===== src/source/fedp_pkg.sv =====
package fedp_pkg;

    // ------------------------------------------------------------
    // Datapath sizes
    // ------------------------------------------------------------
    localparam int N         = 2;
    localparam int TCK       = 4;
    localparam int W         = 25;
    localparam int EXP_W     = 10;
    localparam int CLS_ELEMS = 16;

    typedef logic [2:0]              fmt_t;
    typedef logic [31:0]             word_t;
    typedef logic [CLS_ELEMS-1:0]    mask_t;
    typedef logic signed [EXP_W-1:0] exp_t;
    typedef logic [6:0]              shift_t;

    // Format codes, all other codes are invalid
    localparam fmt_t FMT_FP16 = 3'd1;
    localparam fmt_t FMT_BF16 = 3'd2;
    localparam fmt_t FMT_FP8  = 3'd3;
    localparam fmt_t FMT_BF8  = 3'd4;
    localparam fmt_t FMT_TF32 = 3'd5;

    // Source format exponent biases
    localparam int F32_BIAS    = 127;
    localparam int B_TF32      = 127;
    localparam int B_FP16      = 15;
    localparam int B_BF16      = 127;
    localparam int B_FP8       = 7;
    localparam int B_BF8       = 15;
    localparam int ALIGN_SHIFT = 1;

    // Rebias a product sum into the FP32 accumulation window
    localparam exp_t BIAS_TF32 = exp_t'(F32_BIAS - 2 * B_TF32 + ALIGN_SHIFT - W);
    localparam exp_t BIAS_FP16 = exp_t'(F32_BIAS - 2 * B_FP16 + ALIGN_SHIFT - W);
    localparam exp_t BIAS_BF16 = exp_t'(F32_BIAS - 2 * B_BF16 + ALIGN_SHIFT - W);
    localparam exp_t BIAS_FP8  = exp_t'(F32_BIAS - 2 * B_FP8 + 2 * ALIGN_SHIFT - W);
    localparam exp_t BIAS_BF8  = exp_t'(F32_BIAS - 2 * B_BF8 + 2 * ALIGN_SHIFT - W);

    localparam shift_t SHIFT_MAX = 7'd127;

    // ------------------------------------------------------------
    // Element class and stage result
    // ------------------------------------------------------------
    typedef struct packed {
        logic sign;
        logic is_zero;
        logic is_sub;
        logic is_inf;
        logic is_nan;
    } fedp_class_t;

    // Unused or masked slot
    localparam fedp_class_t CLS_ZERO = '{sign: 1'b0, is_zero: 1'b1, is_sub: 1'b0,
                                         is_inf: 1'b0, is_nan: 1'b0};

    typedef struct packed {
        exp_t           max_exp;
        shift_t [TCK:0] shift;
        logic [TCK:0]   term_zero;
        logic           is_nan;
        logic           is_inf;
        logic           inf_sign;
    } exp_out_t;

endpackage

===== src/source/fedp_exp_stage.sv =====
`timescale 1ns/10ps

module fedp_exp_stage import fedp_pkg::*; (
    input  logic          clk,
    input  logic          rst_n,
    input  logic          in_valid,
    input  fmt_t          fmt,
    input  mask_t         vld_mask,
    input  word_t [N-1:0] a_row,
    input  word_t [N-1:0] b_col,
    input  word_t         c_val,
    output logic          out_valid,
    output exp_out_t      result
);

    fedp_class_t [CLS_ELEMS-1:0] cls_a, cls_b;
    fedp_class_t                 cls_c;
    exp_t [TCK:0]                raw_exp;
    logic [TCK:0]                term_zero;
    logic                        is_nan, is_inf, inf_sign;

    // ------------------------------------------------------------
    // Combinational front end
    // ------------------------------------------------------------
    fedp_classify fedp_classify_i (
        .fmt      (fmt),
        .vld_mask (vld_mask),
        .a_row    (a_row),
        .b_col    (b_col),
        .c_val    (c_val),
        .cls_a    (cls_a),
        .cls_b    (cls_b),
        .cls_c    (cls_c)
    );

    fedp_prod_exp fedp_prod_exp_i (
        .fmt       (fmt),
        .a_row     (a_row),
        .b_col     (b_col),
        .c_val     (c_val),
        .cls_a     (cls_a),
        .cls_b     (cls_b),
        .cls_c     (cls_c),
        .raw_exp   (raw_exp),
        .term_zero (term_zero)
    );

    fedp_special fedp_special_i (
        .fmt      (fmt),
        .cls_a    (cls_a),
        .cls_b    (cls_b),
        .cls_c    (cls_c),
        .is_nan   (is_nan),
        .is_inf   (is_inf),
        .inf_sign (inf_sign)
    );

    // Single register stage
    fedp_exp_align fedp_exp_align_i (
        .clk       (clk),
        .rst_n     (rst_n),
        .in_valid  (in_valid),
        .raw_exp   (raw_exp),
        .term_zero (term_zero),
        .is_nan    (is_nan),
        .is_inf    (is_inf),
        .inf_sign  (inf_sign),
        .out_valid (out_valid),
        .result    (result)
    );

endmodule


===== src/source/fedp_exp_align.sv =====
`timescale 1ns/10ps

module fedp_exp_align import fedp_pkg::*; (
    input  logic         clk,
    input  logic         rst_n,
    input  logic         in_valid,
    input  exp_t [TCK:0] raw_exp,
    input  logic [TCK:0] term_zero,
    input  logic         is_nan,
    input  logic         is_inf,
    input  logic         inf_sign,
    output logic         out_valid,
    output exp_out_t     result
);

    exp_t                  max_exp;
    logic                  found;
    logic [TCK:0][EXP_W:0] diff;
    exp_out_t              result_d;

    // Largest exponent over live terms, 0 if none
    always_comb begin
        found   = 1'b0;
        max_exp = '0;
        for (int t = 0; t <= TCK; t++) begin
            if (!term_zero[t] && (!found || $signed(raw_exp[t]) > $signed(max_exp))) begin
                max_exp = raw_exp[t];
                found   = 1'b1;
            end
        end
    end

    // ------------------------------------------------------------
    // Alignment shifts
    // ------------------------------------------------------------
    always_comb begin
        result_d           = '0;
        result_d.max_exp   = max_exp;
        result_d.term_zero = term_zero;
        result_d.is_nan    = is_nan;
        result_d.is_inf    = is_inf;
        result_d.inf_sign  = inf_sign;
        for (int t = 0; t <= TCK; t++) begin
            // One extra bit, never negative for a live term
            diff[t] = {max_exp[EXP_W-1], max_exp} - {raw_exp[t][EXP_W-1], raw_exp[t]};
            if (term_zero[t]) begin
                result_d.shift[t] = '0;
            end else if (|diff[t][EXP_W:$bits(shift_t)]) begin
                result_d.shift[t] = SHIFT_MAX;
            end else begin
                result_d.shift[t] = diff[t][$bits(shift_t)-1:0];
            end
        end
    end

    always_ff @(posedge clk or negedge rst_n) begin
        if (!rst_n) begin
            out_valid <= 1'b0;
            result    <= '0;
        end else begin
            out_valid <= in_valid;
            if (in_valid) begin
                result <= result_d;
            end
        end
    end

endmodule


===== src/source/fedp_special.sv =====
`timescale 1ns/10ps

module fedp_special import fedp_pkg::*; (
    input  fmt_t                        fmt,
    input  fedp_class_t [CLS_ELEMS-1:0] cls_a,
    input  fedp_class_t [CLS_ELEMS-1:0] cls_b,
    input  fedp_class_t                 cls_c,
    output logic                        is_nan,
    output logic                        is_inf,
    output logic                        inf_sign
);

    logic [4:0] n_slots;
    logic       any_nan, pos_inf, neg_inf;
    logic       p_nan, p_inf, p_sign;

    // Active element pairs per format
    always_comb begin
        case (fmt)
            FMT_TF32:           n_slots = 5'(N);
            FMT_FP16, FMT_BF16: n_slots = 5'(2 * N);
            FMT_FP8, FMT_BF8:   n_slots = 5'(4 * N);
            default:            n_slots = '0;
        endcase
    end

    always_comb begin
        any_nan = cls_c.is_nan;
        pos_inf = cls_c.is_inf & ~cls_c.sign;
        neg_inf = cls_c.is_inf & cls_c.sign;
        for (int k = 0; k < CLS_ELEMS; k++) begin
            // inf * 0 is invalid
            p_nan  = cls_a[k].is_nan | cls_b[k].is_nan |
                     (cls_a[k].is_inf & cls_b[k].is_zero) |
                     (cls_b[k].is_inf & cls_a[k].is_zero);
            p_inf  = (cls_a[k].is_inf | cls_b[k].is_inf) & ~p_nan;
            p_sign = cls_a[k].sign ^ cls_b[k].sign;
            if (k < n_slots) begin
                any_nan = any_nan | p_nan;
                pos_inf = pos_inf | (p_inf & ~p_sign);
                neg_inf = neg_inf | (p_inf & p_sign);
            end
        end
    end

    // Opposing infinities cancel into NaN
    assign is_nan   = any_nan | (pos_inf & neg_inf);
    assign is_inf   = ~is_nan & (pos_inf | neg_inf);
    assign inf_sign = ~is_nan & neg_inf;

endmodule


===== src/source/fedp_prod_exp.sv =====
`timescale 1ns/10ps

module fedp_prod_exp import fedp_pkg::*; (
    input  fmt_t                        fmt,
    input  word_t [N-1:0]               a_row,
    input  word_t [N-1:0]               b_col,
    input  word_t                       c_val,
    input  fedp_class_t [CLS_ELEMS-1:0] cls_a,
    input  fedp_class_t [CLS_ELEMS-1:0] cls_b,
    input  fedp_class_t                 cls_c,
    output exp_t [TCK:0]                raw_exp,
    output logic [TCK:0]                term_zero
);

    logic is_f8;

    // Subnormals enter the sum with exponent 1
    function automatic logic [7:0] eff_exp(input logic is_sub, input logic [7:0] e);
        return is_sub ? 8'd1 : e;
    endfunction

    function automatic exp_t widen(input logic [7:0] e);
        return exp_t'({{(EXP_W - 8){1'b0}}, e});
    endfunction

    assign is_f8 = (fmt == FMT_FP8) || (fmt == FMT_BF8);

    // ------------------------------------------------------------
    // Product terms
    // ------------------------------------------------------------
    for (genvar i = 0; i < TCK; i++) begin : g_term
        localparam int WD  = i / 2;
        localparam int OFF = (i % 2) * 16;

        logic [7:0]      ea, eb;
        exp_t            bias;
        logic            zero;
        logic [1:0][7:0] ea8, eb8;
        exp_t            bias8;
        logic [1:0]      zero8;
        exp_t            sum_wide, sum8_lo, sum8_hi, diff8;
        logic            lo_larger;

        // Operand select for the shared adder and the 8-bit pair
        always_comb begin
            ea    = '0;
            eb    = '0;
            bias  = '0;
            zero  = 1'b1;
            ea8   = '0;
            eb8   = '0;
            bias8 = '0;
            zero8 = 2'b11;
            case (fmt)
                FMT_TF32: begin
                    // Odd lanes stay empty, one TF32 per word
                    if (OFF == 0) begin
                        ea   = eff_exp(cls_a[WD].is_sub, a_row[WD][30:23]);
                        eb   = eff_exp(cls_b[WD].is_sub, b_col[WD][30:23]);
                        zero = cls_a[WD].is_zero | cls_b[WD].is_zero;
                        bias = BIAS_TF32;
                    end
                end
                FMT_FP16: begin
                    ea   = eff_exp(cls_a[i].is_sub, {3'd0, a_row[WD][OFF + 14 -: 5]});
                    eb   = eff_exp(cls_b[i].is_sub, {3'd0, b_col[WD][OFF + 14 -: 5]});
                    zero = cls_a[i].is_zero | cls_b[i].is_zero;
                    bias = BIAS_FP16;
                end
                FMT_BF16: begin
                    ea   = eff_exp(cls_a[i].is_sub, a_row[WD][OFF + 14 -: 8]);
                    eb   = eff_exp(cls_b[i].is_sub, b_col[WD][OFF + 14 -: 8]);
                    zero = cls_a[i].is_zero | cls_b[i].is_zero;
                    bias = BIAS_BF16;
                end
                FMT_FP8, FMT_BF8: begin
                    for (int j = 0; j < 2; j++) begin
                        if (fmt == FMT_FP8) begin
                            ea8[j] = {4'd0, a_row[WD][OFF + j * 8 + 6 -: 4]};
                            eb8[j] = {4'd0, b_col[WD][OFF + j * 8 + 6 -: 4]};
                        end else begin
                            ea8[j] = {3'd0, a_row[WD][OFF + j * 8 + 6 -: 5]};
                            eb8[j] = {3'd0, b_col[WD][OFF + j * 8 + 6 -: 5]};
                        end
                        ea8[j]   = eff_exp(cls_a[2 * i + j].is_sub, ea8[j]);
                        eb8[j]   = eff_exp(cls_b[2 * i + j].is_sub, eb8[j]);
                        zero8[j] = cls_a[2 * i + j].is_zero | cls_b[2 * i + j].is_zero;
                    end
                    bias8 = (fmt == FMT_FP8) ? BIAS_FP8 : BIAS_BF8;
                end
                default: ;
            endcase
        end

        assign sum_wide = bias + widen(ea) + widen(eb);
        assign sum8_lo  = bias8 + widen(ea8[0]) + widen(eb8[0]);
        assign sum8_hi  = bias8 + widen(ea8[1]) + widen(eb8[1]);
        assign diff8    = sum8_hi - sum8_lo;

        // Low member wins when it is larger or the high one is zero
        assign lo_larger = zero8[1] | (~zero8[0] & diff8[EXP_W-1]);

        assign term_zero[i] = is_f8 ? &zero8 : zero;
        assign raw_exp[i]   = term_zero[i] ? '0 :
                              (is_f8 ? (lo_larger ? sum8_lo : sum8_hi) : sum_wide);
    end

    // C term sits W-1 below its FP32 exponent
    assign term_zero[TCK] = cls_c.is_zero;
    assign raw_exp[TCK]   = cls_c.is_zero ? '0 :
                            widen(eff_exp(cls_c.is_sub, c_val[30:23])) - exp_t'(W - 1);

endmodule


===== src/source/fedp_classify.sv =====
`timescale 1ns/10ps

module fedp_classify import fedp_pkg::*; (
    input  fmt_t                        fmt,
    input  mask_t                       vld_mask,
    input  word_t [N-1:0]               a_row,
    input  word_t [N-1:0]               b_col,
    input  word_t                       c_val,
    output fedp_class_t [CLS_ELEMS-1:0] cls_a,
    output fedp_class_t [CLS_ELEMS-1:0] cls_b,
    output fedp_class_t                 cls_c
);

    // Class flags from decoded fields
    function automatic fedp_class_t make_class(
        input logic valid,
        input logic sign,
        input logic exp_zero,
        input logic man_zero,
        input logic inf,
        input logic nan
    );
        fedp_class_t c;
        c = CLS_ZERO;
        if (valid) begin
            c.sign    = sign;
            c.is_zero = exp_zero & man_zero;
            c.is_sub  = exp_zero & ~man_zero;
            c.is_inf  = inf;
            c.is_nan  = nan;
        end
        return c;
    endfunction

    // Slot k of a packed operand under format f
    function automatic fedp_class_t classify_slot(
        input fmt_t          f,
        input word_t [N-1:0] row,
        input mask_t         m,
        input int            k
    );
        word_t       w;
        logic [15:0] h;
        logic [7:0]  q;
        fedp_class_t c;
        c = CLS_ZERO;
        w = row[k % N];
        h = row[(k / 2) % N][(k % 2) * 16 +: 16];
        q = row[(k / 4) % N][(k % 4) * 8 +: 8];
        case (f)
            FMT_TF32: begin
                // Mantissa is the top 10 bits of the FP32 field
                if (k < N) begin
                    c = make_class(m[k * 4], w[31], w[30:23] == '0, w[22:13] == '0,
                                   &w[30:23] & (w[22:13] == '0),
                                   &w[30:23] & (w[22:13] != '0));
                end
            end
            FMT_FP16: begin
                if (k < 2 * N) begin
                    c = make_class(m[k * 4], h[15], h[14:10] == '0, h[9:0] == '0,
                                   &h[14:10] & (h[9:0] == '0),
                                   &h[14:10] & (h[9:0] != '0));
                end
            end
            FMT_BF16: begin
                if (k < 2 * N) begin
                    c = make_class(m[k * 4], h[15], h[14:7] == '0, h[6:0] == '0,
                                   &h[14:7] & (h[6:0] == '0),
                                   &h[14:7] & (h[6:0] != '0));
                end
            end
            FMT_FP8: begin
                // E4M3 has no infinity
                // Only S.1111.111 is NaN
                if (k < 4 * N) begin
                    c = make_class(m[k * 2], q[7], q[6:3] == '0, q[2:0] == '0,
                                   1'b0, &q[6:0]);
                end
            end
            FMT_BF8: begin
                if (k < 4 * N) begin
                    c = make_class(m[k * 2], q[7], q[6:2] == '0, q[1:0] == '0,
                                   &q[6:2] & (q[1:0] == '0),
                                   &q[6:2] & (q[1:0] != '0));
                end
            end
            default: ;
        endcase
        return c;
    endfunction

    always_comb begin
        for (int k = 0; k < CLS_ELEMS; k++) begin
            cls_a[k] = classify_slot(fmt, a_row, vld_mask, k);
            cls_b[k] = classify_slot(fmt, b_col, vld_mask, k);
        end
    end

    // Accumulator is always FP32
    assign cls_c = make_class(1'b1, c_val[31], c_val[30:23] == '0, c_val[22:0] == '0,
                              &c_val[30:23] & (c_val[22:0] == '0),
                              &c_val[30:23] & (c_val[22:0] != '0));

endmodule


===== config.mk =====
export PLATFORM = sky130hd
export DESIGN_NAME = fedp_exp_stage
export DESIGN_NICKNAME = d
export VERILOG_FILES = /design/src/source/fedp_pkg.sv /design/src/source/fedp_exp_stage.sv /design/src/source/fedp_exp_align.sv /design/src/source/fedp_special.sv /design/src/source/fedp_prod_exp.sv /design/src/source/fedp_classify.sv
export SDC_FILE = /design/constraint.sdc
export NUM_CORES = 1
export LEC_CHECK = 0
export BUFFER_PORTS_ARGS = -buffer_cell sky130_fd_sc_hd__buf_2
export CELL_PAD_IN_SITES_DETAIL_PLACEMENT = 1
export CELL_PAD_IN_SITES_GLOBAL_PLACEMENT = 1
export CORE_UTILIZATION = 40
export DETAILED_ROUTE_END_ITERATION = 8
export PLACE_DENSITY = 0.81
export SLEW_MARGIN = 10
export SYNTH_ARGS = -nofsm -noshare
export SYNTH_HDL_FRONTEND = slang
export SYNTH_SLANG_ARGS = --single-unit

===== constraint.sdc =====
create_clock -name clk -period 0.8 [get_ports clk]
set_input_delay 0.16 -clock clk [delete_from_list [all_inputs] [get_ports clk]]
set_output_delay 0.16 -clock clk [all_outputs]
set_load 0.02 [all_outputs]

==> flow_metrics.py, run 1 <==
metrics = {
    "synthesis": {
        "synth-edff-count": 0,
        "synth_common_cells": "sky130_fd_sc_hd__ha_1, sky130_fd_sc_hd__nand2_1, sky130_fd_sc_hd__inv_1, sky130_fd_sc_hd__o21ai_0, sky130_fd_sc_hd__a21oi_1",
        "yosys_warnings": 0,
        "ys_seq_elements": 54,
        "synth_top_area_share_pct": 17.3,
        "syn_avg_cell_area_um2": 7.59,
        "synth.most_common_cell": "sky130_fd_sc_hd__ha_1",
        "synthDistinctLibCells": 111,
        "ys_dominant_reg_cell": "sky130_fd_sc_hd__dfrtp_1",
        "cell_area_after_synthesis_um2": 15900,
        "number_of_cells_produced_by_synthesis": 2099,
        "async_flop_share_pct": 100,
        "netlist.top_cell.by_area": "sky130_fd_sc_hd__ha_1",
        "number_of_nets_produced_by_synthesis": 2551,
        "synth_seq_area_share_pct": 8.48,
        "synthTopCellsByArea": "sky130_fd_sc_hd__ha_1, sky130_fd_sc_hd__dfrtp_1, sky130_fd_sc_hd__fa_1, sky130_fd_sc_hd__o21ai_0, sky130_fd_sc_hd__a21oi_1",
    },
    "placement": {
        "gp_congestion": 1.07,
        "dpl_worst_slack_ns": -15.56,
        "port_buffers": 227,
        "hpwl_um": 79400,
    },
    "die": {
        "floorplan.io_pins": 236,
        "initial_core_util_pct": 40.8,
        "floorplan.die.width_um": 202,
        "die_y_um": 202,
        "std_cell_rows": 72,
    },
    "outcome": {
        "outcome": "aborted with a tool error",
        "firstError": "[ERROR GRT-0116] Global routing finished with congestion. Check the congestion regions in the DRC Viewer.",
        "outcome.stop_stage": "global routing",
    },
    "grt": {
        "grt_max_degree": 54,
        "grt_first_pass_wirelength_um": 251000,
        "grt_pass1_vias": 33501,
        "grt_overflow_total": 383,
        "grt.total_usage_pct": 82.2,
    },
    "clock_network": {
        "numCtsBuffers": 5,
        "max-clock-path-buffers": 2,
        "clock_sinks": 54,
        "cell_at_the_root_of_the_clock_tree": "sky130_fd_sc_hd__clkbuf_16",
        "cts.htree.levels": 2,
    },
}
per-layer routing:
layer  GRT usage (%)  GRT overflow
met4            83.2           119
met3            69.2             5
met5            35.6             2
met2            97.5           245
met1            81.3            12
cells by family after synthesis:
logic type | count (synthesis) | synth area share, %
AOI/OAI and AO/OA | 676 | 29.3
and+or+nand+nor | 655 | 21.1
adders and majority gates | 270 | 23.6
buffers and inverters | 264 | 6.71
xor gates and xnor gates | 98 | 5.39
muxes | 82 | 5.52
DFF | 54 | 8.48
metrics by stage:
step,instance area [um2],util [%],setup TNS [ns],instances,hold slack [ns]
after detailed placement,23800,60.9,-687.52,3528,0.0500
after global placement,23800,60.9,-605.90,3528,0.0405
after CTS,25700,66.0,-653.48,3615,0.265
after floorplan,16700,-,-577.08,2099,-0.136
timing repair:
item                                    4_1_cts
buffers inserted                             81
hold endpoints to repair                      7
endpoints found under the setup margin      107
gates resized for setup                     306
hold buffers                                  1
pin swaps                                   128
cloned                                        1
==> run 2, diff against run 1 <==
Settings changed: CELL_PAD_IN_SITES_DETAIL_PLACEMENT 1 to not set, CELL_PAD_IN_SITES_GLOBAL_PLACEMENT 1 to not set, CORE_UTILIZATION 40 to 30, PLACE_DENSITY 0.81 to not set, PLACE_DENSITY_LB_ADDON set to 0.15.
Clock period 0.8 ns to 1.04 ns, I/O delays scaled along.
==> run 2 against run 1 <==
The flow now finishes, with violations (setup timing). Synthesized cell count unchanged. Synthesized area unchanged.
==> flow_metrics.py, run 2 <==
metrics = {
    "synthesis": {
        "netlist.top_cell.by_area": "sky130_fd_sc_hd__ha_1",
        "yosys_warnings": 0,
        "syn_avg_cell_area_um2": 7.59,
        "synth-compound-area-share_pct": 29.3,
        "synth_top_area_share_pct": 17.3,
        "largest_family_of_logic_cells_by_synthesized_area": "compound AO/OA/AOI/OAI gates",
        "yosys.area_share.simple_pct": 21.1,
        "synth.most_common_cell": "sky130_fd_sc_hd__ha_1",
        "synth_common_cells": "sky130_fd_sc_hd__ha_1, sky130_fd_sc_hd__nand2_1, sky130_fd_sc_hd__inv_1, sky130_fd_sc_hd__o21ai_0, sky130_fd_sc_hd__a21oi_1",
        "number_of_cells_produced_by_synthesis": 2099,
        "cell_area_after_synthesis_um2": 15900,
        "synth-edff-count": 0,
        "async_flop_share_pct": 100,
        "synthDistinctLibCells": 111,
        "number_of_nets_produced_by_synthesis": 2551,
        "synthTopCellsByArea": "sky130_fd_sc_hd__ha_1, sky130_fd_sc_hd__dfrtp_1, sky130_fd_sc_hd__fa_1, sky130_fd_sc_hd__o21ai_0, sky130_fd_sc_hd__a21oi_1",
        "ys_dominant_reg_cell": "sky130_fd_sc_hd__dfrtp_1",
        "post_synth_fa_ha_maj_area_fraction_pct": 23.6,
        "synth_seq_area_share_pct": 8.48,
        "ys_seq_elements": 54,
        "mux_share_of_post_synthesis_cell_area_pct": 5.52,
        "post_synth_xor_area_fraction_pct": 5.39,
    },
    "worst_setup_path": {
        "critical_path_sink_type": "flip-flop",
        "worstSetupEndpoint": "fedp_exp_align_i.result[25]",
        "timing.rr.end": "fedp_exp_align_i.result[24]",
        "worst-r2r-cell-count": 2,
        "worst_setup_path_startpoint": "b_col[54]",
        "cp_max_fo": 6,
        "critical_path_depth": 81,
        "timing.critical_path.buf_inv": 12,
        "worst_path_largest_cell_delay_ns": 0.54,
        "critical_path_class": "primary input to flip-flop",
        "critPathSlowestCell": "sky130_fd_sc_hd__or4_4",
        "critical_path_required_ns": 1.25,
        "r2r_slack_ns": 0.12,
        "cp_data_arrival_time_ns": 14.52,
        "path_common_cell": "sky130_fd_sc_hd__a21o_1",
        "critPathLaunchType": "primary input",
        "r2r_start": "fedp_exp_align_i.result[24]",
        "cp_top_family": "compound AO/OA/AOI/OAI gates",
    },
    "drt": {
        "first_pass_iters": 5,
        "route.detailed.vias_per_inst": 5.30,
        "detail_route.drc_violations": 0,
        "initialDrtViolationCount": 1145,
        "routed_wire_length_um": 77400,
        "via_count": 20525,
        "drtAntennaViolNets": 0,
        "avgRoutedWirePerCell_um": 20.0,
    },
    "cells_and_area": {
        "layout.cells.most_common_list": "sky130_fd_sc_hd__buf_4, sky130_fd_sc_hd__ha_1, sky130_fd_sc_hd__buf_2",
        "layout.cells.most_common": "sky130_fd_sc_hd__buf_4",
        "postLayoutCellArea_um2": 27500,
        "final_core_util_pct": 52.3,
        "fillers": 5050,
        "ff_latch_area_um2": 1350,
        "area.growth.synth_to_final_pct": 72.5,
        "largest_register_ffs": 53,
        "max_flop_register": "fedp_exp_align_i.result",
        "num-nets-final": 3632,
        "multi_input_gate_area_in_the_final_layout_um2": 15200,
        "post_route_cells_drive_above_1_share_pct": 47.5,
        "layout_top_registers": "fedp_exp_align_i.result x53, fedp_exp_align_i.out_valid x1",
    },
    "sta": {
        "tightestPinTransition_ns": 0.823,
        "report.final.slew_viol_count": 0,
        "grt_setup_unrepaired": "true",
        "timing.slew.headroom_pct": 44.7,
        "setup_ws_ns": -13.28,
        "finClkSkew_ns": 0,
        "final.period_utilization_pct": 1380,
        "max_freq_mhz": 69.8,
        "finalHoldViolCount": 0,
        "finalCriticalPeriod_ns": 14.32,
        "timing.final.setup_violations": 77,
    },
    "clock_network": {
        "cts_tree": "done",
        "max-clock-path-buffers": 2,
        "cts.htree.levels": 2,
        "insertion_delay_ns": 0.30,
        "clock_sinks": 54,
        "clk_transition_reported_paths_ns": 0.07,
        "cell_at_the_root_of_the_clock_tree": "sky130_fd_sc_hd__clkbuf_16",
        "numCtsBuffers": 5,
    },
    "run": {
        "cap_viol_max_count": 0,
    },
    "die": {
        "floorplan.die.width_um": 232,
        "core_um2": 52600,
        "initial_core_util_pct": 30.3,
        "die_y_um": 232,
        "floorplan.io_pins": 236,
        "dieArea_um2": 54000,
        "std_cell_rows": 84,
    },
    "grt": {
        "use_met3_pct": 2.17,
        "grt_overflow_total": 0,
        "grt_max_degree": 41,
        "grt_first_pass_wirelength_um": 117000,
        "grt_antenna_before_repair": 2,
        "use_met1_pct": 36.5,
        "grt_pass1_vias": 20887,
        "grt_most_used_layer": "met2",
        "groute.layer.met2.usage_pct": 49.4,
        "grt.total_usage_pct": 27.9,
    },
    "placement": {
        "placement.cell_area_um2": 24200,
        "gp_congestion": 0.962,
        "port_buffers": 227,
        "hpwl_um": 63800,
    },
    "worst_hold_path": {
        "hold_path_class": "primary input to flip-flop",
    },
    "power": {
        "power-per-cell-area_nw_per_um2": 1180,
        "total_power_uw": 32400,
        "vdd_drop_max_v": 0.000841,
        "cellLeakagePower_uw": 0.0138,
    },
    "outcome": {
        "violations": "setup timing",
        "outcome": "finished with violations",
    },
}
run 2: cells by family (layout without fill, tap and decap cells):
| group | Yosys count | count (layout) |
|---|---|---|
| AND/OR/NAND/NOR | 655 | 655 |
| XOR/XNOR | 98 | 98 |
| adder cells (fa/ha/maj) | 270 | 270 |
| buffers and inverters | 264 | 1346 |
| AO/OA/AOI/OAI | 676 | 676 |
| flip-flops | 54 | 54 |
| multiplexers | 82 | 82 |
| other | 0 | 1 |
run 2: worst min-delay path by stage:
| stage | from | cells past startpoint | endpoint |
|---|---|---|---|
| final | in_valid | 2 | fedp_exp_align_i.out_valid |
| after global routing | in_valid | 2 | fedp_exp_align_i.out_valid |
| after CTS | in_valid | 2 | fedp_exp_align_i.out_valid |
| after detailed placement | rst_n | 1 | fedp_exp_align_i.result[35] |
| after global placement | rst_n | 1 | fedp_exp_align_i.result[35] |
| after floorplan | rst_n | 0 | fedp_exp_align_i.out_valid |
run 2: layer usage:
layer / up-vias / wire length (um)
li1: 9947 / -
met3: 108 / 3010
met2: 518 / 37700
met1: 9950 / 34500
met4: 2 / 2140
met5: - / 11
run 2: where the power goes:
group          switching, uW  total [uW]  internal [uW]
clock network            762        1890           1130
logic                  12800       27400          14600
registers                421        3060           2640
run 2: what timing repair did:
item,in CTS,in global routing
gates resized for setup,298,172
hold buffers,1,0
pin swaps,100,107
endpoints found under the setup margin,104,107
gates cloned,4,2
endpoints found under the hold margin,7,0
buffers inserted,94,37
run 2: layout make-up:
cell class | count | area share (%)
antenna | 1 | 0.00911
clock buffer | 5 | 0.455
clock inverter | 3 | 0.146
inverter | 170 | 2.42
multi-input combinational | 1781 | 55.3
sequential | 54 | 4.92
tap | 688 | 3.13
timing repair buffer | 1168 | 33.6
run 2: metrics by stage:
| step | setup TNS, ns | setup slack (ns) | hold WS [ns] | instances |
|---|---|---|---|---|
| floorplan | -566.90 | -12.91 | -0.0876 | 2099 |
| global placement | -617.99 | -13.80 | 0.0932 | 3730 |
| detailed placement | -629.67 | -14.09 | 0.0972 | 3730 |
| CTS | -587.02 | -13.16 | 0.299 | 3833 |
| global route | -622.10 | -13.97 | 0.307 | 3869 |
| finish | -590.14 | -13.28 | 0.303 | 3870 |
(Power assumes the default switching activity.)
==> run 3, diff against run 2 <==
Settings changed: PLACE_DENSITY set to 0.46, PLACE_DENSITY_LB_ADDON 0.15 to not set.
==> run 3 against run 2 <==
Critical path type unchanged. Largest power group unchanged. The run still ends with setup timing left. Cell count up 1.2%. Via count up 1.4%. Fmax down 0.21%. Clock-buffer cell count up 1. Critical endpoint is now fedp_exp_align_i.result[22]. Core utilization up 0.78 points. Die area unchanged. Sequential power about the same.
==> flow_metrics.py, run 3 (synthesis results as in run 2) <==
metrics = {
    "outcome": {
        "outcome": "finished with violations",
        "violations": "setup timing",
    },
    "sta": {
        "finClkSkew_ns": 0,
        "timing.slew.headroom_pct": 47.3,
        "setup_ws_ns": -13.31,
        "tightestPinTransition_ns": 0.784,
        "timing.final.setup_violations": 71,
        "finalCriticalPeriod_ns": 14.35,
        "report.final.slew_viol_count": 0,
        "finalHoldViolCount": 0,
        "final.period_utilization_pct": 1380,
        "fin_worst_hold_slack_ns": 0.307,
        "max_freq_mhz": 69.7,
        "grt_setup_unrepaired": "true",
    },
    "cells_and_area": {
        "layout.cells.most_common_list": "sky130_fd_sc_hd__buf_4, sky130_fd_sc_hd__ha_1, sky130_fd_sc_hd__buf_2",
        "final_core_util_pct": 53.1,
        "layout.cells.most_common": "sky130_fd_sc_hd__buf_4",
        "area.growth.synth_to_final_pct": 75.0,
        "max_flop_register": "fedp_exp_align_i.result",
        "layout_top_registers": "fedp_exp_align_i.result x53, fedp_exp_align_i.out_valid x1",
        "fillers": 5007,
        "layout.cells.non_filler": 3915,
        "postLayoutCellArea_um2": 27900,
        "largest_register_ffs": 53,
        "num-nets-final": 3676,
        "post_route_cells_drive_above_1_share_pct": 48.7,
    },
    "die": {
        "floorplan.io_pins": 236,
        "core_um2": 52600,
        "std_cell_rows": 84,
        "die_y_um": 232,
        "initial_core_util_pct": 30.3,
        "dieArea_um2": 54000,
        "floorplan.die.width_um": 232,
    },
    "placement": {
        "placement.cell_area_um2": 24200,
        "gp_congestion": 0.999,
        "port_buffers": 227,
        "hpwl_um": 64400,
        "dpl.cell_count": 3726,
    },
    "clock_network": {
        "clk_transition_reported_paths_ns": 0.07,
        "insertion_delay_ns": 0.29,
        "numCtsBuffers": 5,
        "cts.htree.levels": 2,
        "cell_at_the_root_of_the_clock_tree": "sky130_fd_sc_hd__clkbuf_16",
        "cts_tree": "done",
        "max-clock-path-buffers": 2,
        "clock_sinks": 54,
    },
    "worst_setup_path": {
        "r2r_start": "fedp_exp_align_i.result[47]",
        "path_common_cell": "sky130_fd_sc_hd__a21o_1",
        "critical_path_required_ns": 1.22,
        "cp_max_fo": 7,
        "critPathSlowestCell": "sky130_fd_sc_hd__or4_4",
        "cp_data_arrival_time_ns": 14.53,
        "worst_path_largest_cell_delay_ns": 0.55,
        "worst_setup_path_startpoint": "b_col[54]",
        "critical_path_sink_type": "flip-flop",
        "critPathLaunchType": "primary input",
        "critical_path_class": "primary input to flip-flop",
    },
    "grt": {
        "grt_first_pass_wirelength_um": 120000,
        "grt_antenna_before_repair": 2,
        "grt.total_usage_pct": 28.7,
        "grt_overflow_total": 0,
        "grt_max_degree": 48,
        "grt_pass1_vias": 21246,
    },
    "power": {
        "power-per-cell-area_nw_per_um2": 1220,
        "seq_power_share_pct": 9.0,
        "cellLeakagePower_uw": 0.0140,
        "combinationalPowerShare_pct": 84.5,
        "vdd_drop_max_v": 0.00112,
        "p_int_uw": 19600,
        "power.share.switching_pct": 42.3,
        "power.clock.fraction_pct": 6.5,
        "total_power_uw": 34000,
        "switchingPower_uw": 14400,
    },
    "drt": {
        "detail_route.drc_violations": 0,
        "initialDrtViolationCount": 1444,
        "routed_wire_length_um": 79700,
        "drtAntennaViolNets": 0,
        "via_count": 20805,
        "route.detailed.vias_per_inst": 5.31,
        "first_pass_iters": 6,
        "avgRoutedWirePerCell_um": 20.3,
    },
    "run": {
        "cap_viol_max_count": 0,
    },
    "worst_hold_path": {
        "hold_path_class": "primary input to asynchronous set/reset pin",
    },
}
-- run 3: changes by cell type in the layout (fill, tap and decap cells not counted), moves of 4 or more --
cell | previous run | this run
sky130_fd_sc_hd__o21ai_2 | 13 | 17
sky130_fd_sc_hd__a21oi_2 | 35 | 45
sky130_fd_sc_hd__a21oi_1 | 92 | 83
sky130_fd_sc_hd__ha_2 | 7 | 12
sky130_fd_sc_hd__buf_8 | 5 | 10
sky130_fd_sc_hd__ha_1 | 188 | 180
sky130_fd_sc_hd__buf_12 | 21 | 13
sky130_fd_sc_hd__mux2_4 | 21 | 27
sky130_fd_sc_hd__buf_6 | 116 | 112
sky130_fd_sc_hd__mux2_2 | 26 | 20
sky130_fd_sc_hd__buf_4 | 851 | 904
-- run 3: timing repair --
item	in CTS	in global routing
pin swaps	126	94
setup buffers	133	51
gates resized for setup	361	122
cloned	3	1
endpoints found under the setup margin	103	107
hold buffers	1	0
endpoints found under the hold margin	7	0
-- run 3: through the flow --
step,setup slack [ns],TNS (ns)
after global routing,-13.85,-616.16
after floorplan,-12.91,-566.90
final,-13.31,-589.59
after detailed placement,-14.11,-630.53
after CTS,-13.18,-588.13
after global placement,-13.83,-621.04
-- run 3: power by group through the flow --
stage                     registers (uW)  clock network [uW]  logic, uW
after global routing                3120                2320      30900
after global placement              2950                   0      21400
after CTS                           3050                2250      26700
after detailed placement            2970                   0      21700
final                               3060                2200      28700
after floorplan                     3600                   0      11400
-- run 3: layer usage --
metal  vias up  global-route usage (%)  wire length, um
met2       603                    51.2            39200
met3       104                    2.01             3470
met5         -                       0                0
met1     10065                    37.1            34900
met4         0                    6.83             2110
li1      10033                       -                -
-- run 3: worst paths after layout --
path / end / slack, ns / cells after the start
setup / recovery: fedp_exp_align_i.result[22] / -13.31 / 74
hold / removal: fedp_exp_align_i.result[40] / 0.31 / 2
setup reg to reg: fedp_exp_align_i.result[47] / 0.13 / 2
hold reg to reg: fedp_exp_align_i.result[25] / 0.53 / 2
max in group asynchronous: fedp_exp_align_i.result[12] / 0.26 / 3
min in group clk: fedp_exp_align_i.out_valid / 0.31 / 2
-- run 3: critical path: cells and delay by family --
family / cells / cell delay [ns]
AO/OA/AOI/OAI: 40 / 6.96
adder cells (fa/ha/maj): 8 / 2.00
XOR/XNOR: 2 / 0.26
AND/OR/NAND/NOR: 12 / 2.39
buffers and inverters: 7 / 0.96
multiplexers: 5 / 1.70
-- run 3: final cells by class --
class / instances / area (um2) / area share [%]
Sequential cell: 54 / 1350 / 4.85
Antenna cell: 2 / 5.00 / 0.0179
Timing Repair Buffer: 1212 / 9500 / 34.1
Inverter: 170 / 664 / 2.38
Multi-Input combinational cell: 1781 / 15300 / 54.9
Clock buffer: 6 / 139 / 0.498
Tap cell: 688 / 861 / 3.09
Clock inverter: 2 / 60.1 / 0.215
